File: config.mk
export PLATFORM = sky130hd
export DESIGN_NAME = decodeStage
export DESIGN_NICKNAME = d
export VERILOG_FILES = /design/src/hw/decodePkg.sv /design/src/hw/branchResolver.sv /design/src/hw/decodeStage.sv /design/src/hw/idExRegister.sv /design/src/hw/instrDecoder.sv /design/src/hw/regFile.sv
export SDC_FILE = /design/constraint.sdc
export NUM_CORES = 2
export LEC_CHECK = 0
export BUFFER_PORTS_ARGS = -buffer_cell sky130_fd_sc_hd__buf_4
export CAP_MARGIN = 20
export CORE_MARGIN = 1
export CORE_UTILIZATION = 40
export DETAILED_ROUTE_END_ITERATION = 10
export GPL_TIMING_DRIVEN = 0
export PLACE_DENSITY_LB_ADDON = 0.05
export SYNTH_ARGS = -nofsm -noshare
export SYNTH_HDL_FRONTEND = slang
export SYNTH_SLANG_ARGS = --single-unit
File: constraint.sdc
create_clock -name CLK -period 4 [get_ports CLK]
set_input_delay 0.2 -clock CLK [delete_from_list [all_inputs] [get_ports CLK]]
set_output_delay 0.2 -clock CLK [all_outputs]
set_load 0.005 [all_outputs]
File: src/hw/decodePkg.sv
// Decode stage package
// Widths, ALU operation codes, opcode and funct values, instruction word views
`default_nettype none

package decodePkg;

	parameter int wordWidth = 32;

	typedef logic [4:0] regIndex;
	typedef logic [5:0] aluOp;

	// --------------------------------------------------
	// ALU operation codes
	// --------------------------------------------------
	localparam aluOp aluAdd = 6'b000000;
	localparam aluOp aluAddi = 6'b000001;
	localparam aluOp aluAddiu = 6'b000010;
	localparam aluOp aluAnd = 6'b000100;
	localparam aluOp aluLui = 6'b001000;
	// Jump target passes straight through
	localparam aluOp aluPassB = 6'b001110;
	localparam aluOp aluNor = 6'b001111;
	localparam aluOp aluOr = 6'b010000;
	localparam aluOp aluSll = 6'b010011;
	localparam aluOp aluSllv = 6'b010100;
	localparam aluOp aluSlt = 6'b010101;
	localparam aluOp aluSra = 6'b011001;
	localparam aluOp aluSrav = 6'b011010;
	localparam aluOp aluSrl = 6'b011011;
	localparam aluOp aluSrlv = 6'b011100;
	localparam aluOp aluSub = 6'b011101;
	localparam aluOp aluSubu = 6'b011110;
	localparam aluOp aluXor = 6'b011111;
	localparam aluOp aluXori = 6'b100000;
	localparam aluOp aluAddu = 6'b110111;
	localparam aluOp aluSltu = 6'b111111;
	localparam aluOp aluJr = 6'b111110;

	// Branch codes
	localparam aluOp aluBeq = 6'b100010;
	localparam aluOp aluBgez = 6'b100011;
	localparam aluOp aluBgtz = 6'b100101;
	localparam aluOp aluBlez = 6'b100110;
	localparam aluOp aluBltz = 6'b100111;
	localparam aluOp aluBne = 6'b101001;

	// Memory access codes
	localparam aluOp aluLb = 6'b100001;
	localparam aluOp aluLbu = 6'b101010;
	localparam aluOp aluLh = 6'b101011;
	localparam aluOp aluLhu = 6'b101100;
	localparam aluOp aluLw = 6'b111101;
	localparam aluOp aluSb = 6'b101111;
	localparam aluOp aluSh = 6'b110000;
	localparam aluOp aluSw = 6'b110001;

	// --------------------------------------------------
	// Opcode, funct and REGIMM rt values
	// --------------------------------------------------
	localparam logic [5:0] opSpecial = 6'b000000;
	localparam logic [5:0] opRegimm = 6'b000001;
	localparam logic [5:0] opJ = 6'b000010;
	localparam logic [5:0] opJal = 6'b000011;
	localparam logic [5:0] opBeq = 6'b000100;
	localparam logic [5:0] opBne = 6'b000101;
	localparam logic [5:0] opBlez = 6'b000110;
	localparam logic [5:0] opBgtz = 6'b000111;
	localparam logic [5:0] opAddi = 6'b001000;
	localparam logic [5:0] opAddiu = 6'b001001;
	localparam logic [5:0] opSlti = 6'b001010;
	localparam logic [5:0] opSltiu = 6'b001011;
	localparam logic [5:0] opAndi = 6'b001100;
	localparam logic [5:0] opOri = 6'b001101;
	localparam logic [5:0] opXori = 6'b001110;
	localparam logic [5:0] opLui = 6'b001111;
	localparam logic [5:0] opLb = 6'b100000;
	localparam logic [5:0] opLh = 6'b100001;
	localparam logic [5:0] opLw = 6'b100011;
	localparam logic [5:0] opLbu = 6'b100100;
	localparam logic [5:0] opLhu = 6'b100101;
	localparam logic [5:0] opSb = 6'b101000;
	localparam logic [5:0] opSh = 6'b101001;
	localparam logic [5:0] opSw = 6'b101011;

	localparam logic [5:0] fnSll = 6'b000000;
	localparam logic [5:0] fnSrl = 6'b000010;
	localparam logic [5:0] fnSra = 6'b000011;
	localparam logic [5:0] fnSllv = 6'b000100;
	localparam logic [5:0] fnSrlv = 6'b000110;
	localparam logic [5:0] fnSrav = 6'b000111;
	localparam logic [5:0] fnJr = 6'b001000;
	localparam logic [5:0] fnJalr = 6'b001001;
	localparam logic [5:0] fnSyscall = 6'b001100;
	localparam logic [5:0] fnAdd = 6'b100000;
	localparam logic [5:0] fnAddu = 6'b100001;
	localparam logic [5:0] fnSub = 6'b100010;
	localparam logic [5:0] fnSubu = 6'b100011;
	localparam logic [5:0] fnAnd = 6'b100100;
	localparam logic [5:0] fnOr = 6'b100101;
	localparam logic [5:0] fnXor = 6'b100110;
	localparam logic [5:0] fnNor = 6'b100111;
	localparam logic [5:0] fnSlt = 6'b101010;
	localparam logic [5:0] fnSltu = 6'b101011;

	localparam regIndex rtBltz = 5'b00000;
	localparam regIndex rtBgez = 5'b00001;

	localparam regIndex linkRegister = 5'd31;
	localparam regIndex syscallOperandReg = 5'd2;

	// Same 32 bits seen as R, I or J format
	typedef union packed {
		struct packed {
			logic [5:0] opcode;
			regIndex rs;
			regIndex rt;
			regIndex rd;
			logic [4:0] shamt;
			logic [5:0] funct;
		} r;
		struct packed {
			logic [5:0] opcode;
			regIndex rs;
			regIndex rt;
			logic [15:0] imm;
		} i;
		struct packed {
			logic [5:0] opcode;
			logic [25:0] target;
		} j;
	} instrWord;

endpackage

`default_nettype wire

File: src/hw/branchResolver.sv
// Branch resolver
// Evaluates branch conditions and picks the next fetch address
`timescale 1ns/1ps
`default_nettype none

module branchResolver import decodePkg::*; (
	input instrWord instr,
	input logic [wordWidth-1:0] pca,
	input logic [wordWidth-1:0] readDataA,
	input logic [wordWidth-1:0] readDataB,
	input logic jump,
	input logic branch,
	output logic branchTaken,
	output logic [wordWidth-1:0] nextPc
);

	logic signed [wordWidth-1:0] valueA;
	logic signed [wordWidth-1:0] valueB;
	logic condition;
	logic registerJump;
	logic [wordWidth-1:0] jumpTarget;
	logic [wordWidth-1:0] branchTarget;

	assign valueA = $signed(readDataA);
	assign valueB = $signed(readDataB);

	always_comb begin
		case (instr.i.opcode)
			opBeq: condition = (valueA == valueB);
			opBne: condition = (valueA != valueB);
			opBlez: condition = (valueA <= 0);
			opBgtz: condition = (valueA > 0);
			opRegimm: begin
				if (instr.i.rt == rtBgez)
					condition = (valueA >= 0);
				else
					condition = (valueA < 0);
			end
			default: condition = 1'b0;
		endcase
	end

	// jr and jalr are the only jumps under SPECIAL
	assign registerJump = jump && (instr.r.opcode == opSpecial);

	assign jumpTarget = {pca[wordWidth-1:wordWidth-4], instr.j.target, 2'b00};
	assign branchTarget = pca + {{14{instr.i.imm[15]}}, instr.i.imm, 2'b00};

	assign branchTaken = jump || (branch && condition);

	always_comb begin
		if (registerJump)
			nextPc = readDataA;
		else if (jump)
			nextPc = jumpTarget;
		else if (branchTaken)
			nextPc = branchTarget;
		else
			nextPc = pca;
	end

endmodule

`default_nettype wire

File: src/hw/decodeStage.sv
// MIPS instruction decode stage
// Decoder, register file, branch resolver and ID/EX register
`timescale 1ns/1ps
`default_nettype none

module decodeStage import decodePkg::*; (
	input logic CLK,
	input logic RESET,
	input instrWord instr,
	input logic [wordWidth-1:0] pca,
	input logic [wordWidth-1:0] r2Input,
	input logic wbEnable,
	input regIndex wbReg,
	input logic [wordWidth-1:0] wbData,
	input logic freeze,
	input logic insertBubble,
	output logic branchTaken,
	output logic [wordWidth-1:0] nextPc,
	output logic [wordWidth-1:0] operandA,
	output logic [wordWidth-1:0] operandB,
	output logic [wordWidth-1:0] readDataBOut,
	output logic [wordWidth-1:0] destValueOut,
	output logic [wordWidth-1:0] instrOut,
	output regIndex writeRegOut,
	output regIndex readRegAOut,
	output regIndex readRegBOut,
	output regIndex shamtOut,
	output aluOp aluControlOut,
	output logic memReadOut,
	output logic memToRegOut,
	output logic memWriteOut,
	output logic aluSrcOut,
	output logic doWriteback,
	output logic branchTakenOut
);

	regIndex writeReg;
	logic link;
	logic jump;
	logic branch;
	logic memRead;
	logic memToReg;
	logic memWrite;
	logic aluSrc;
	logic regWrite;
	logic syscall;
	aluOp aluControl;
	logic [wordWidth-1:0] readDataA;
	logic [wordWidth-1:0] readDataB;
	logic [wordWidth-1:0] destValue;

	instrDecoder instrDecoder_i (
		.instr(instr),
		.writeReg(writeReg),
		.link(link),
		.jump(jump),
		.branch(branch),
		.memRead(memRead),
		.memToReg(memToReg),
		.memWrite(memWrite),
		.aluSrc(aluSrc),
		.regWrite(regWrite),
		.syscall(syscall),
		.aluControl(aluControl)
	);

	// Third port reads the old value of the destination
	regFile regFile_i (
		.CLK(CLK),
		.readRegA(instr.r.rs),
		.readRegB(instr.r.rt),
		.readRegC(writeReg),
		.wbEnable(wbEnable),
		.wbReg(wbReg),
		.wbData(wbData),
		.readDataA(readDataA),
		.readDataB(readDataB),
		.readDataC(destValue)
	);

	branchResolver branchResolver_i (
		.instr(instr),
		.pca(pca),
		.readDataA(readDataA),
		.readDataB(readDataB),
		.jump(jump),
		.branch(branch),
		.branchTaken(branchTaken),
		.nextPc(nextPc)
	);

	idExRegister idExRegister_i (
		.CLK(CLK),
		.RESET(RESET),
		.freeze(freeze),
		.insertBubble(insertBubble),
		.instr(instr),
		.pca(pca),
		.r2Input(r2Input),
		.readDataA(readDataA),
		.readDataB(readDataB),
		.destValue(destValue),
		.writeReg(writeReg),
		.link(link),
		.syscall(syscall),
		.memRead(memRead),
		.memToReg(memToReg),
		.memWrite(memWrite),
		.aluSrc(aluSrc),
		.regWrite(regWrite),
		.branchTaken(branchTaken),
		.aluControl(aluControl),
		.operandA(operandA),
		.operandB(operandB),
		.readDataBOut(readDataBOut),
		.destValueOut(destValueOut),
		.instrOut(instrOut),
		.writeRegOut(writeRegOut),
		.readRegAOut(readRegAOut),
		.readRegBOut(readRegBOut),
		.shamtOut(shamtOut),
		.aluControlOut(aluControlOut),
		.memReadOut(memReadOut),
		.memToRegOut(memToRegOut),
		.memWriteOut(memWriteOut),
		.aluSrcOut(aluSrcOut),
		.doWriteback(doWriteback),
		.branchTakenOut(branchTakenOut)
	);

endmodule

`default_nettype wire

File: src/hw/idExRegister.sv
// ID/EX pipeline register
// Picks link and syscall operands, holds on freeze, clears on bubble
`timescale 1ns/1ps
`default_nettype none

module idExRegister import decodePkg::*; (
	input logic CLK,
	input logic RESET,
	input logic freeze,
	input logic insertBubble,
	input instrWord instr,
	input logic [wordWidth-1:0] pca,
	input logic [wordWidth-1:0] r2Input,
	input logic [wordWidth-1:0] readDataA,
	input logic [wordWidth-1:0] readDataB,
	input logic [wordWidth-1:0] destValue,
	input regIndex writeReg,
	input logic link,
	input logic syscall,
	input logic memRead,
	input logic memToReg,
	input logic memWrite,
	input logic aluSrc,
	input logic regWrite,
	input logic branchTaken,
	input aluOp aluControl,
	output logic [wordWidth-1:0] operandA,
	output logic [wordWidth-1:0] operandB,
	output logic [wordWidth-1:0] readDataBOut,
	output logic [wordWidth-1:0] destValueOut,
	output logic [wordWidth-1:0] instrOut,
	output regIndex writeRegOut,
	output regIndex readRegAOut,
	output regIndex readRegBOut,
	output regIndex shamtOut,
	output aluOp aluControlOut,
	output logic memReadOut,
	output logic memToRegOut,
	output logic memWriteOut,
	output logic aluSrcOut,
	output logic doWriteback,
	output logic branchTakenOut
);

	logic [wordWidth-1:0] nextOperandA;
	logic [wordWidth-1:0] nextOperandB;
	logic clearA;
	logic clearB;

	// --------------------------------------------------
	// Operand selection
	// --------------------------------------------------
	always_comb begin
		if (link) begin
			nextOperandA = pca;
			nextOperandB = wordWidth'(4);
		end else if (syscall) begin
			nextOperandA = r2Input;
			nextOperandB = '0;
		end else begin
			nextOperandA = readDataA;
			nextOperandB = readDataB;
		end
	end

	// No register source means nothing to forward
	assign clearA = link || syscall;
	assign clearB = aluSrc || link || syscall;

	// --------------------------------------------------
	// Pipeline register
	// --------------------------------------------------
	always_ff @(posedge CLK or negedge RESET) begin
		if (!RESET) begin
			{operandA, operandB, readDataBOut, destValueOut, instrOut} <= '0;
			{writeRegOut, readRegAOut, readRegBOut, shamtOut, aluControlOut} <= '0;
			{memReadOut, memToRegOut, memWriteOut, aluSrcOut} <= '0;
			{doWriteback, branchTakenOut} <= '0;
		end else if (insertBubble) begin
			{operandA, operandB, readDataBOut, destValueOut, instrOut} <= '0;
			{writeRegOut, readRegAOut, readRegBOut, shamtOut, aluControlOut} <= '0;
			{memReadOut, memToRegOut, memWriteOut, aluSrcOut} <= '0;
			{doWriteback, branchTakenOut} <= '0;
		end else if (!freeze) begin
			operandA <= nextOperandA;
			operandB <= nextOperandB;
			readDataBOut <= readDataB;
			destValueOut <= destValue;
			instrOut <= instr;
			writeRegOut <= writeReg;
			readRegAOut <= clearA ? regIndex'(0) : instr.r.rs;
			readRegBOut <= clearB ? regIndex'(0) : instr.r.rt;
			shamtOut <= instr.r.shamt;
			aluControlOut <= aluControl;
			memReadOut <= memRead;
			memToRegOut <= memToReg;
			memWriteOut <= memWrite;
			aluSrcOut <= aluSrc;
			doWriteback <= regWrite || memToReg;
			branchTakenOut <= branchTaken;
		end
	end

endmodule

`default_nettype wire

File: src/hw/instrDecoder.sv
// Instruction decoder
// Turns one instruction word into control levels and a destination register
`timescale 1ns/1ps
`default_nettype none

module instrDecoder import decodePkg::*; (
	input instrWord instr,
	output regIndex writeReg,
	output logic link,
	output logic jump,
	output logic branch,
	output logic memRead,
	output logic memToReg,
	output logic memWrite,
	output logic aluSrc,
	output logic regWrite,
	output logic syscall,
	output aluOp aluControl
);

	// {link, regDst, jump, branch, memRead, memToReg, memWrite, aluSrc, regWrite, syscall}
	localparam logic [9:0] ctrlNone = 10'b0000000000;
	localparam logic [9:0] ctrlRType = 10'b0100000010;
	localparam logic [9:0] ctrlImm = 10'b0000000110;
	localparam logic [9:0] ctrlLoad = 10'b0000110110;
	localparam logic [9:0] ctrlStore = 10'b0000001100;
	localparam logic [9:0] ctrlBranch = 10'b0001000000;
	localparam logic [9:0] ctrlJump = 10'b0011000000;
	localparam logic [9:0] ctrlJal = 10'b1010000110;
	localparam logic [9:0] ctrlJalr = 10'b1011000010;
	localparam logic [9:0] ctrlSyscall = 10'b0000000111;

	logic [9:0] ctrl;
	logic regDst;
	logic regimmBranch;

	assign regimmBranch = (instr.i.rt == rtBltz) || (instr.i.rt == rtBgez);

	// --------------------------------------------------
	// Control class
	// --------------------------------------------------
	always_comb begin
		case (instr.r.opcode)
			opSpecial: begin
				case (instr.r.funct)
					fnSll, fnSrl, fnSra, fnSllv, fnSrlv, fnSrav,
					fnAdd, fnAddu, fnSub, fnSubu, fnAnd, fnOr,
					fnXor, fnNor, fnSlt, fnSltu: ctrl = ctrlRType;
					fnJr: ctrl = ctrlJump;
					fnJalr: ctrl = ctrlJalr;
					fnSyscall: ctrl = ctrlSyscall;
					default: ctrl = ctrlNone;
				endcase
			end
			opRegimm: ctrl = regimmBranch ? ctrlBranch : ctrlNone;
			opBeq, opBne, opBlez, opBgtz: ctrl = ctrlBranch;
			opJ: ctrl = ctrlJump;
			opJal: ctrl = ctrlJal;
			opAddi, opAddiu, opSlti, opSltiu,
			opAndi, opOri, opXori, opLui: ctrl = ctrlImm;
			opLb, opLbu, opLh, opLhu, opLw: ctrl = ctrlLoad;
			opSb, opSh, opSw: ctrl = ctrlStore;
			default: ctrl = ctrlNone;
		endcase
	end

	assign {link, regDst, jump, branch, memRead, memToReg, memWrite, aluSrc, regWrite,
		syscall} = ctrl;

	// --------------------------------------------------
	// ALU operation
	// --------------------------------------------------
	always_comb begin
		case (instr.r.opcode)
			opSpecial: begin
				case (instr.r.funct)
					fnSll: aluControl = aluSll;
					fnSrl: aluControl = aluSrl;
					fnSra: aluControl = aluSra;
					fnSllv: aluControl = aluSllv;
					fnSrlv: aluControl = aluSrlv;
					fnSrav: aluControl = aluSrav;
					fnJr: aluControl = aluJr;
					// Link and syscall add their two operands
					fnJalr, fnSyscall: aluControl = aluAddi;
					fnAdd: aluControl = aluAdd;
					fnAddu: aluControl = aluAddu;
					fnSub: aluControl = aluSub;
					fnSubu: aluControl = aluSubu;
					fnAnd: aluControl = aluAnd;
					fnOr: aluControl = aluOr;
					fnXor: aluControl = aluXor;
					fnNor: aluControl = aluNor;
					fnSlt: aluControl = aluSlt;
					fnSltu: aluControl = aluSltu;
					default: aluControl = '0;
				endcase
			end
			opRegimm: begin
				case (instr.i.rt)
					rtBltz: aluControl = aluBltz;
					rtBgez: aluControl = aluBgez;
					default: aluControl = '0;
				endcase
			end
			opJ: aluControl = aluPassB;
			opJal, opAddi: aluControl = aluAddi;
			opBeq: aluControl = aluBeq;
			opBne: aluControl = aluBne;
			opBlez: aluControl = aluBlez;
			opBgtz: aluControl = aluBgtz;
			opAddiu: aluControl = aluAddiu;
			opSlti, opSltiu: aluControl = aluSlt;
			opAndi: aluControl = aluAnd;
			opOri: aluControl = aluOr;
			opXori: aluControl = aluXori;
			opLui: aluControl = aluLui;
			opLb: aluControl = aluLb;
			opLbu: aluControl = aluLbu;
			opLh: aluControl = aluLh;
			opLhu: aluControl = aluLhu;
			opLw: aluControl = aluLw;
			opSb: aluControl = aluSb;
			opSh: aluControl = aluSh;
			opSw: aluControl = aluSw;
			default: aluControl = '0;
		endcase
	end

	// Destination register
	always_comb begin
		if (regDst)
			writeReg = instr.r.rd;
		else if (link)
			writeReg = linkRegister;
		else if (syscall)
			writeReg = '0;
		else
			writeReg = instr.i.rt;
	end

endmodule

`default_nettype wire

File: src/hw/regFile.sv
// Register file, 32 words
// Three asynchronous read ports and one write port from writeback
`timescale 1ns/1ps
`default_nettype none

module regFile import decodePkg::*; (
	input logic CLK,
	input regIndex readRegA,
	input regIndex readRegB,
	input regIndex readRegC,
	input logic wbEnable,
	input regIndex wbReg,
	input logic [wordWidth-1:0] wbData,
	output logic [wordWidth-1:0] readDataA,
	output logic [wordWidth-1:0] readDataB,
	output logic [wordWidth-1:0] readDataC
);

	logic [wordWidth-1:0] regs [2**$bits(regIndex)];

	// Register 0 is never written
	always_ff @(posedge CLK) begin
		if (wbEnable && (wbReg != '0))
			regs[wbReg] <= wbData;
	end

	// Entry 0 holds no value, so it is forced to zero on read
	assign readDataA = (readRegA == '0) ? '0 : regs[readRegA];
	assign readDataB = (readRegB == '0) ? '0 : regs[readRegB];
	assign readDataC = (readRegC == '0) ? '0 : regs[readRegC];

endmodule

`default_nettype wire

=== Word level (Yosys, flattened, before mapping) ===
Memory sizes are Yosys's and may differ from the RTL's.
Cells that the tools add are included.
W data, S select, Z words.

* Register bits after elaboration: 192
* Latch bits: 0
* Memory bits (writable): 1024
* Memory bits (read-only): 832
* Bits of input ports: 138
* Output and inout port bits: 225
* Memories: 3

* Add/sub/neg operators: 1
* Multipliers: 0
* Div/mod/pow operators: 0
* Magnitude comparators: 4
* Eq/ne operators: 27
* Shift operators: 0
* Multiplexer cells: 55
* Bitwise logic cells: 0
* Reduce and logical (&&, ||, !) cells: 20

{| class="wikitable"
|+ Memories
! name !! depth !! width !! read ports !! clocked after Yosys merged registers in !! wr ports !! RTL line !! source
|-
| regFile_i.regs || 32 || 32 || 3 || 0 || 1 || regFile.sv:19 || <nowiki>logic [wordWidth-1:0] regs [2**$bits(regIndex)];</nowiki>
|-
| (name not given) || 64 || 7 || 1 || 0 || 0 || instrDecoder.sv:45 || <nowiki>case (instr.r.funct)</nowiki>
|-
| (name not given) || 64 || 6 || 1 || 0 || 0 || instrDecoder.sv:76 || <nowiki>case (instr.r.funct)</nowiki>
|}

{| class="wikitable"
|+ Operators with widths
! operator !! number
|-
| $mux W32 || 20
|-
| $pmux W6 S22 || 1
|-
| $pmux W10 S8 || 1
|-
| $mux W5 || 13
|-
| $eq A6 B4 Y1 const B || 8
|-
| $eq A6 B6 Y1 const B || 8
|-
| $add A32 B32 Y32 || 1
|-
| $eq A32 B32 Y1 || 1
|-
| $ge A32 B1 Y1 const B || 1
|-
| $gt A32 B1 Y1 const B || 1
|-
| $le A32 B1 Y1 const B || 1
|-
| $lt A32 B1 Y1 const B || 1
|-
| $ne A32 B32 Y1 || 1
|-
| $eq A6 B3 Y1 const B || 4
|-
| $logic_not A5 Y1 || 3
|-
| $mux W1 || 15
|-
| $eq A6 B2 Y1 const B || 2
|-
| $mux W6 || 2
|-
| $pmux W6 S2 || 1
|-
| $reduce_or A8 Y1 || 1
|-
| $mux W7 || 1
|-
| $eq A6 B1 Y1 const B || 1
|-
| $logic_not A6 Y1 || 1
|-
| $logic_or A1 B1 Y1 || 6
|-
| 9 further kinds || 12
|}

=== Longest topological paths before layout ===
* Word-level depth: 11
* Gate-level depth with buffers: 20

=== Cells and area by module ===
From an unflattened synthesis, not the netlist that was laid out.

* Cells, all modules: 4429
* Area, all modules: 68089.1 µm²

{| class="wikitable"
|+ Modules (own cells, without submodules)
! module !! times used !! cells an instance !! area an instance (µm²) !! seq. area each (µm²)
|-
| regFile || 1 || 3228 || 56138.8 || 30749.5
|-
| idExRegister || 1 || 619 || 8015.2 || 4679.5
|-
| branchResolver || 1 || 415 || 2884.0 || 0.0
|-
| instrDecoder || 1 || 167 || 1051.0 || 0.0
|}

=== Worst setup path after synthesis ===
Ideal clock, no wire load.

* Path type: in2reg
* From: input port wbReg[4]
* To: memory regFile_i.regs[16][0], enable pin
* Setup time: 0.513 ns
* Arrival: 3.975 ns
* Data required time: 3.487 ns
* Slack: -0.488 ns
* Stages: 3
* Path buffers: 1
* Cell sequence: clkbuf_1 -> nand2b_1 -> nor4b_1

* Word-level cells in the longest chain between the ends: 4

{| class="wikitable"
|+ RTL lines
! what !! RTL line !! source
|-
| from (decl) || decodeStage.sv:13 || <nowiki>input regIndex wbReg,</nowiki>
|-
| $reduce_bool A5 Y1 || regFile.sv:23 || <nowiki>if (wbEnable && (wbReg != '0))</nowiki>
|-
| $logic_and A1 B1 Y1 || regFile.sv:23 ||
|-
| $mux W1 || regFile.sv:23 ||
|-
| $mux W1 (not written as such) || regFile.sv:24 || <nowiki>regs[wbReg] <= wbData;</nowiki>
|-
| to (decl) || regFile.sv:19 ||
|}

Several ways; a longest one is shown, not always the timed one.

=== Worst setup path in the final report ===
* From: input port instr[25] in the netlist's numbering
* To: output port nextPc[25]

* Word-level cells in the longest chain between the ends: 10
* Elaborated cells on any way between the ends: 16
* Classes of those cells: order compare: 4; eq/ne: 2; mux: 6; reduce/logical: 3; memory: 1

{| class="wikitable"
|+ RTL lines
! what !! RTL line !! source
|-
| from (decl) || decodeStage.sv:9 || <nowiki>input instrWord instr,</nowiki>
|-
| $mem_v2 Z32 W32 or $logic_not A5 Y1 (tied branches) || -- ||
|-
| $mux W32 * || regFile.sv:28 || <nowiki>assign readDataA = (readRegA == '0) ? '0 : regs[readRegA];</nowiki>
|-
| $lt A32 B1 Y1 or $ge A32 B1 Y1 (tied branches) || branchResolver.sv:37, branchResolver.sv:35 ||
|-
| $mux W1 || branchResolver.sv:34 || <nowiki>if (instr.i.rt == rtBgez)</nowiki>
|-
| $pmux W1 S5 || branchResolver.sv:28 || <nowiki>case (instr.i.opcode)</nowiki>
|-
| $logic_and A1 B1 Y1 || branchResolver.sv:49 || <nowiki>assign branchTaken = jump || (branch && condition);</nowiki>
|-
| $logic_or A1 B1 Y1 || branchResolver.sv:49 ||
|-
| $mux W32 || branchResolver.sv:56 || <nowiki>else if (branchTaken)</nowiki>
|-
| $mux W32 || branchResolver.sv:54 || <nowiki>else if (jump)</nowiki>
|-
| $mux W32 * || branchResolver.sv:52 || <nowiki>if (registerJump)</nowiki>
|-
| to (decl) || decodeStage.sv:18 || <nowiki>output logic [wordWidth-1:0] nextPc,</nowiki>
|}

Every way passes the cells marked *; elsewhere a longest branch is shown, timed or not.

==> impl_metrics.ini <==
[route]
dr.first_iter.drc_count = 9541
vias = 54620
drt_first_pass_iters = 7
avgRoutedWirePerCell_um = 49.1
drt_wl_total_um = 373000
drc = 0
ant_nets = 0
vias_per_cell = 7.19

[finish]
drive_gt1_share_pct = 36.8
areaGrowthSynthToFinish_pct = 24.9
multi_input_area_mm2 = 0.0309
final_common_cell = edfxtp_1
most-common-layout-cells = 1024 x edfxtp_1, 650 x mux4_2, 469 x buf_4
final_nets = 5446
final_util_pct = 50.4
finalNonFillerCells = 7598
regArea_mm2 = 0.0354
fillerInstances = 14155

[setup_path]
critPathLaunch = instr[25]
cp.arrival_ps = 5340
crit_required_ps = 3800
reg2reg_slack_ps = -170
crit_path_frequent_cell = clkbuf_1
worst-path-max-fanout = 12
r2r_end = idExRegister_i.branchTakenOut
critPathMaxStageDelay_ps = 760
critPathKind = in2out
timing.rr.start = regFile_i.regs[2][5]
crit_path_end_kind = output port
start_kind = primary input
cp_slowest_cell = clkbuf_1
reg2reg_depth = 16
crit_chain = clkbuf_1 -> clkbuf_1 -> buf_8 -> clkbuf_4 -> o211ai_1 -> nand3_2 -> nand4_1 -> or4_4 -> o21ai_4 -> or3_4 -> o2111ai_4 -> nor2_4 -> buf_6 -> buf_12 -> mux2i_2 -> a211oi_1 -> a21oi_1 -> buf_4

[floorplan]
core_area_mm2 = 0.166
die_y_um = 411
dieArea_mm2 = 0.169
num_io_pins = 363
fp.dieW_um = 411
start_util_pct = 40.4
num_rows = 149

[synthesis]
synth.cell_area_mm2 = 0.0669
yosysTopAreaCell = edfxtp_1
yosys_warnings = 0
synth_seq_area_share_pct = 52.9
synth_top_area_share_pct = 46.0
synth-edff-count = 1024
async_flop_share_pct = 15.4
synth_seq_cells = 1210
synth.distinct_cells = 75
synth_area_leaders = edfxtp_1 46%, mux4_2 22%, dfrtp_1 7.0%
synth_top_flop_cell = edfxtp_1
synth.avg_cell_area_um2 = 15.2
syn_inst = 4410

[global_routing]
antenna_found_initial = 20
grt_pass1_vias = 51502
grt_use_total_pct = 43.6
grt_pass1_wl_um = 481000
grt_max_degree = 91
grt.overflow.total = 0

[run_status]
violations = setup timing
status = complete, but fails checks

[timing]
fin_ws_ps = -1540
finalCriticalPeriod_ps = 5540
drv_slew = 0
finalHoldViolCount = 0
rsz0062_at_grt = yes
period_share_pct = 139
finalSetupViolCount = 63
max_freq_mhz = 180
tightest_slew_ps = 1280
finalClockSkew_ps = 32.9
maxSlewHeadroom_pct = 14.5

[power]
vdd.ir_drop.worst_mv = 0.512
cellPowerDensity_mw_per_mm2 = 404
leakage_nw = 30.0

[clock_tree]
cts.sinks = 1210
cts.clk_slew.worst_paths_ps = 60
clockBufferDepth = 3
cts_tree = done
numCtsBuffers = 143
cts_root_buf = clkbuf_16
htreeDepth = 4
worstSkewPairLatency_ps = 840

[hold_path]
min-delay-path-class = in2reg
hold_path_depth = 4
min_to = idExRegister_i.instrOut[28]
hp-start = instr[28]

[placement]
dp_hpwl_um = 270000
post-place-ws_ps = -4030
portBuffers = 347
dp_cells = 7135
place_congestion = 1.01

[flow_run]
maxCapViolCount = 0
## power by group
| part | total [W] | leakage [nW] | switching [W] | internal, W |
|---|---|---|---|---|
| Combinational | 0.00644 | 16.0 | 0.00412 | 0.00232 |
| Sequential | 0.0142 | 11.7 | 0.000191 | 0.0140 |
| Clock | 0.0131 | 2.22 | 0.00567 | 0.00745 |
## metrics by stage
stage | TNS [ps] | hold WS, ps | instance area, µm² | total power [W]
5_1_grt | -40540 | 45.4 | 83500 | 0.0341
6_report | -49660 | 34.4 | 83500 | 0.0337
2_1_floorplan | 0 | -95.6 | 67000 | 0.0170
3_3_place_gp | -2160240 | 464 | 72300 | 0.0199
4_1_cts | -30820 | 6.12 | 83200 | 0.0333
3_5_place_dp | -238230 | 107 | 75200 | 0.0201
## synth_stat cells (5+ instances only)
master	n
edfxtp_1	1024
mux4_2	650
mux2i_1	339
nor2_1	271
a21oi_1	221
clkbuf_1	217
dfrtp_1	186
nand2_1	159
a211oi_1	142
a22oi_1	109
nand3_1	109
o21ai_0	84
nor2b_1	79
a22o_1	73
mux2_2	68
buf_2	64
a221oi_1	62
buf_6	50
buf_1	35
o21ai_1	35
buf_4	34
ha_1	34
a211o_1	33
o221ai_1	33
xor2_1	30
xnor2_1	27
inv_1	25
a31oi_1	23
nand4_1	22
nor3_1	19
o22ai_1	15
a21o_1	13
and2_1	9
nand2b_1	9
o21a_1	8
o211ai_1	7
or2_2	7
or3_1	6
nor3b_1	5
o21bai_1	5
## registers in the layout, summed over array words and instances, names as in the netlist, 6 cells and up
signal / cells
regFile_i.regs: 1024
idExRegister_i.operandA: 32
idExRegister_i.operandB: 32
idExRegister_i.instrOut: 28
idExRegister_i.readDataBOut: 32
idExRegister_i.destValueOut: 32
idExRegister_i.aluControlOut: 6
## kinds of logic after synthesis
| logic type | Yosys count | synth area share [%] |
|---|---|---|
| flip-flops | 1210 | 52.9 |
| XOR/XNOR | 57 | 0.746 |
| AND/OR/NAND/NOR | 725 | 5.03 |
| adder cells (fa/ha/maj) | 35 | 0.666 |
| other | 1 | 0.00561 |
| AO/OA/AOI/OAI | 894 | 9.15 |
| multiplexers | 1058 | 28.1 |
| buffers and inverters | 430 | 3.34 |
## layer usage
metal	share of wire, %	global-route usage [%]	vias to the layer above
met5	0.097	0.480	-
met4	9.9	35.8	22
met3	14	17.8	1313
met2	42	62.1	5015
met1	34	51.6	28266
li1	-	-	20004
## worst max-delay path by stage
stage                       to  slack [ps]  cells past startpoint
finish              nextPc[25]       -1540                     18
global route        nextPc[25]       -1370                     17
CTS                 nextPc[27]       -1090                     16
detailed placement  nextPc[11]       -4030                     18
global placement    nextPc[27]       -5250                     18
floorplan            nextPc[7]         230                     17
## area by class of cell
class	instances	share of cell area, %
clock buffers	190	4.84
repair buffers	692	8.25
plain buffers	398	3.45
flip-flops and latches	1210	42.4
well taps	2189	3.28
diodes	20	0.0599
multi-input cells	2801	37.0
inverters	27	0.121
clock inverters	71	0.581
## what timing repair did
action | CTS | global route
endpoints found under the hold margin | 1210 | 0
hold buffers | 121 | 0
pin swaps | 58 | 10
setup buffers | 60 | 4
gates resized for setup | 489 | 39
cloned | 0 | 1
endpoints found under the setup margin | 80 | 61
## worst max-delay path: cells and delay by family
family          cells  cell delay [ps]
compound gates      5              950
simple gates        5             1350
mux                 1              290
buf+inv             7             2480
No activity file was read; power rests on OpenSTA's default activity.
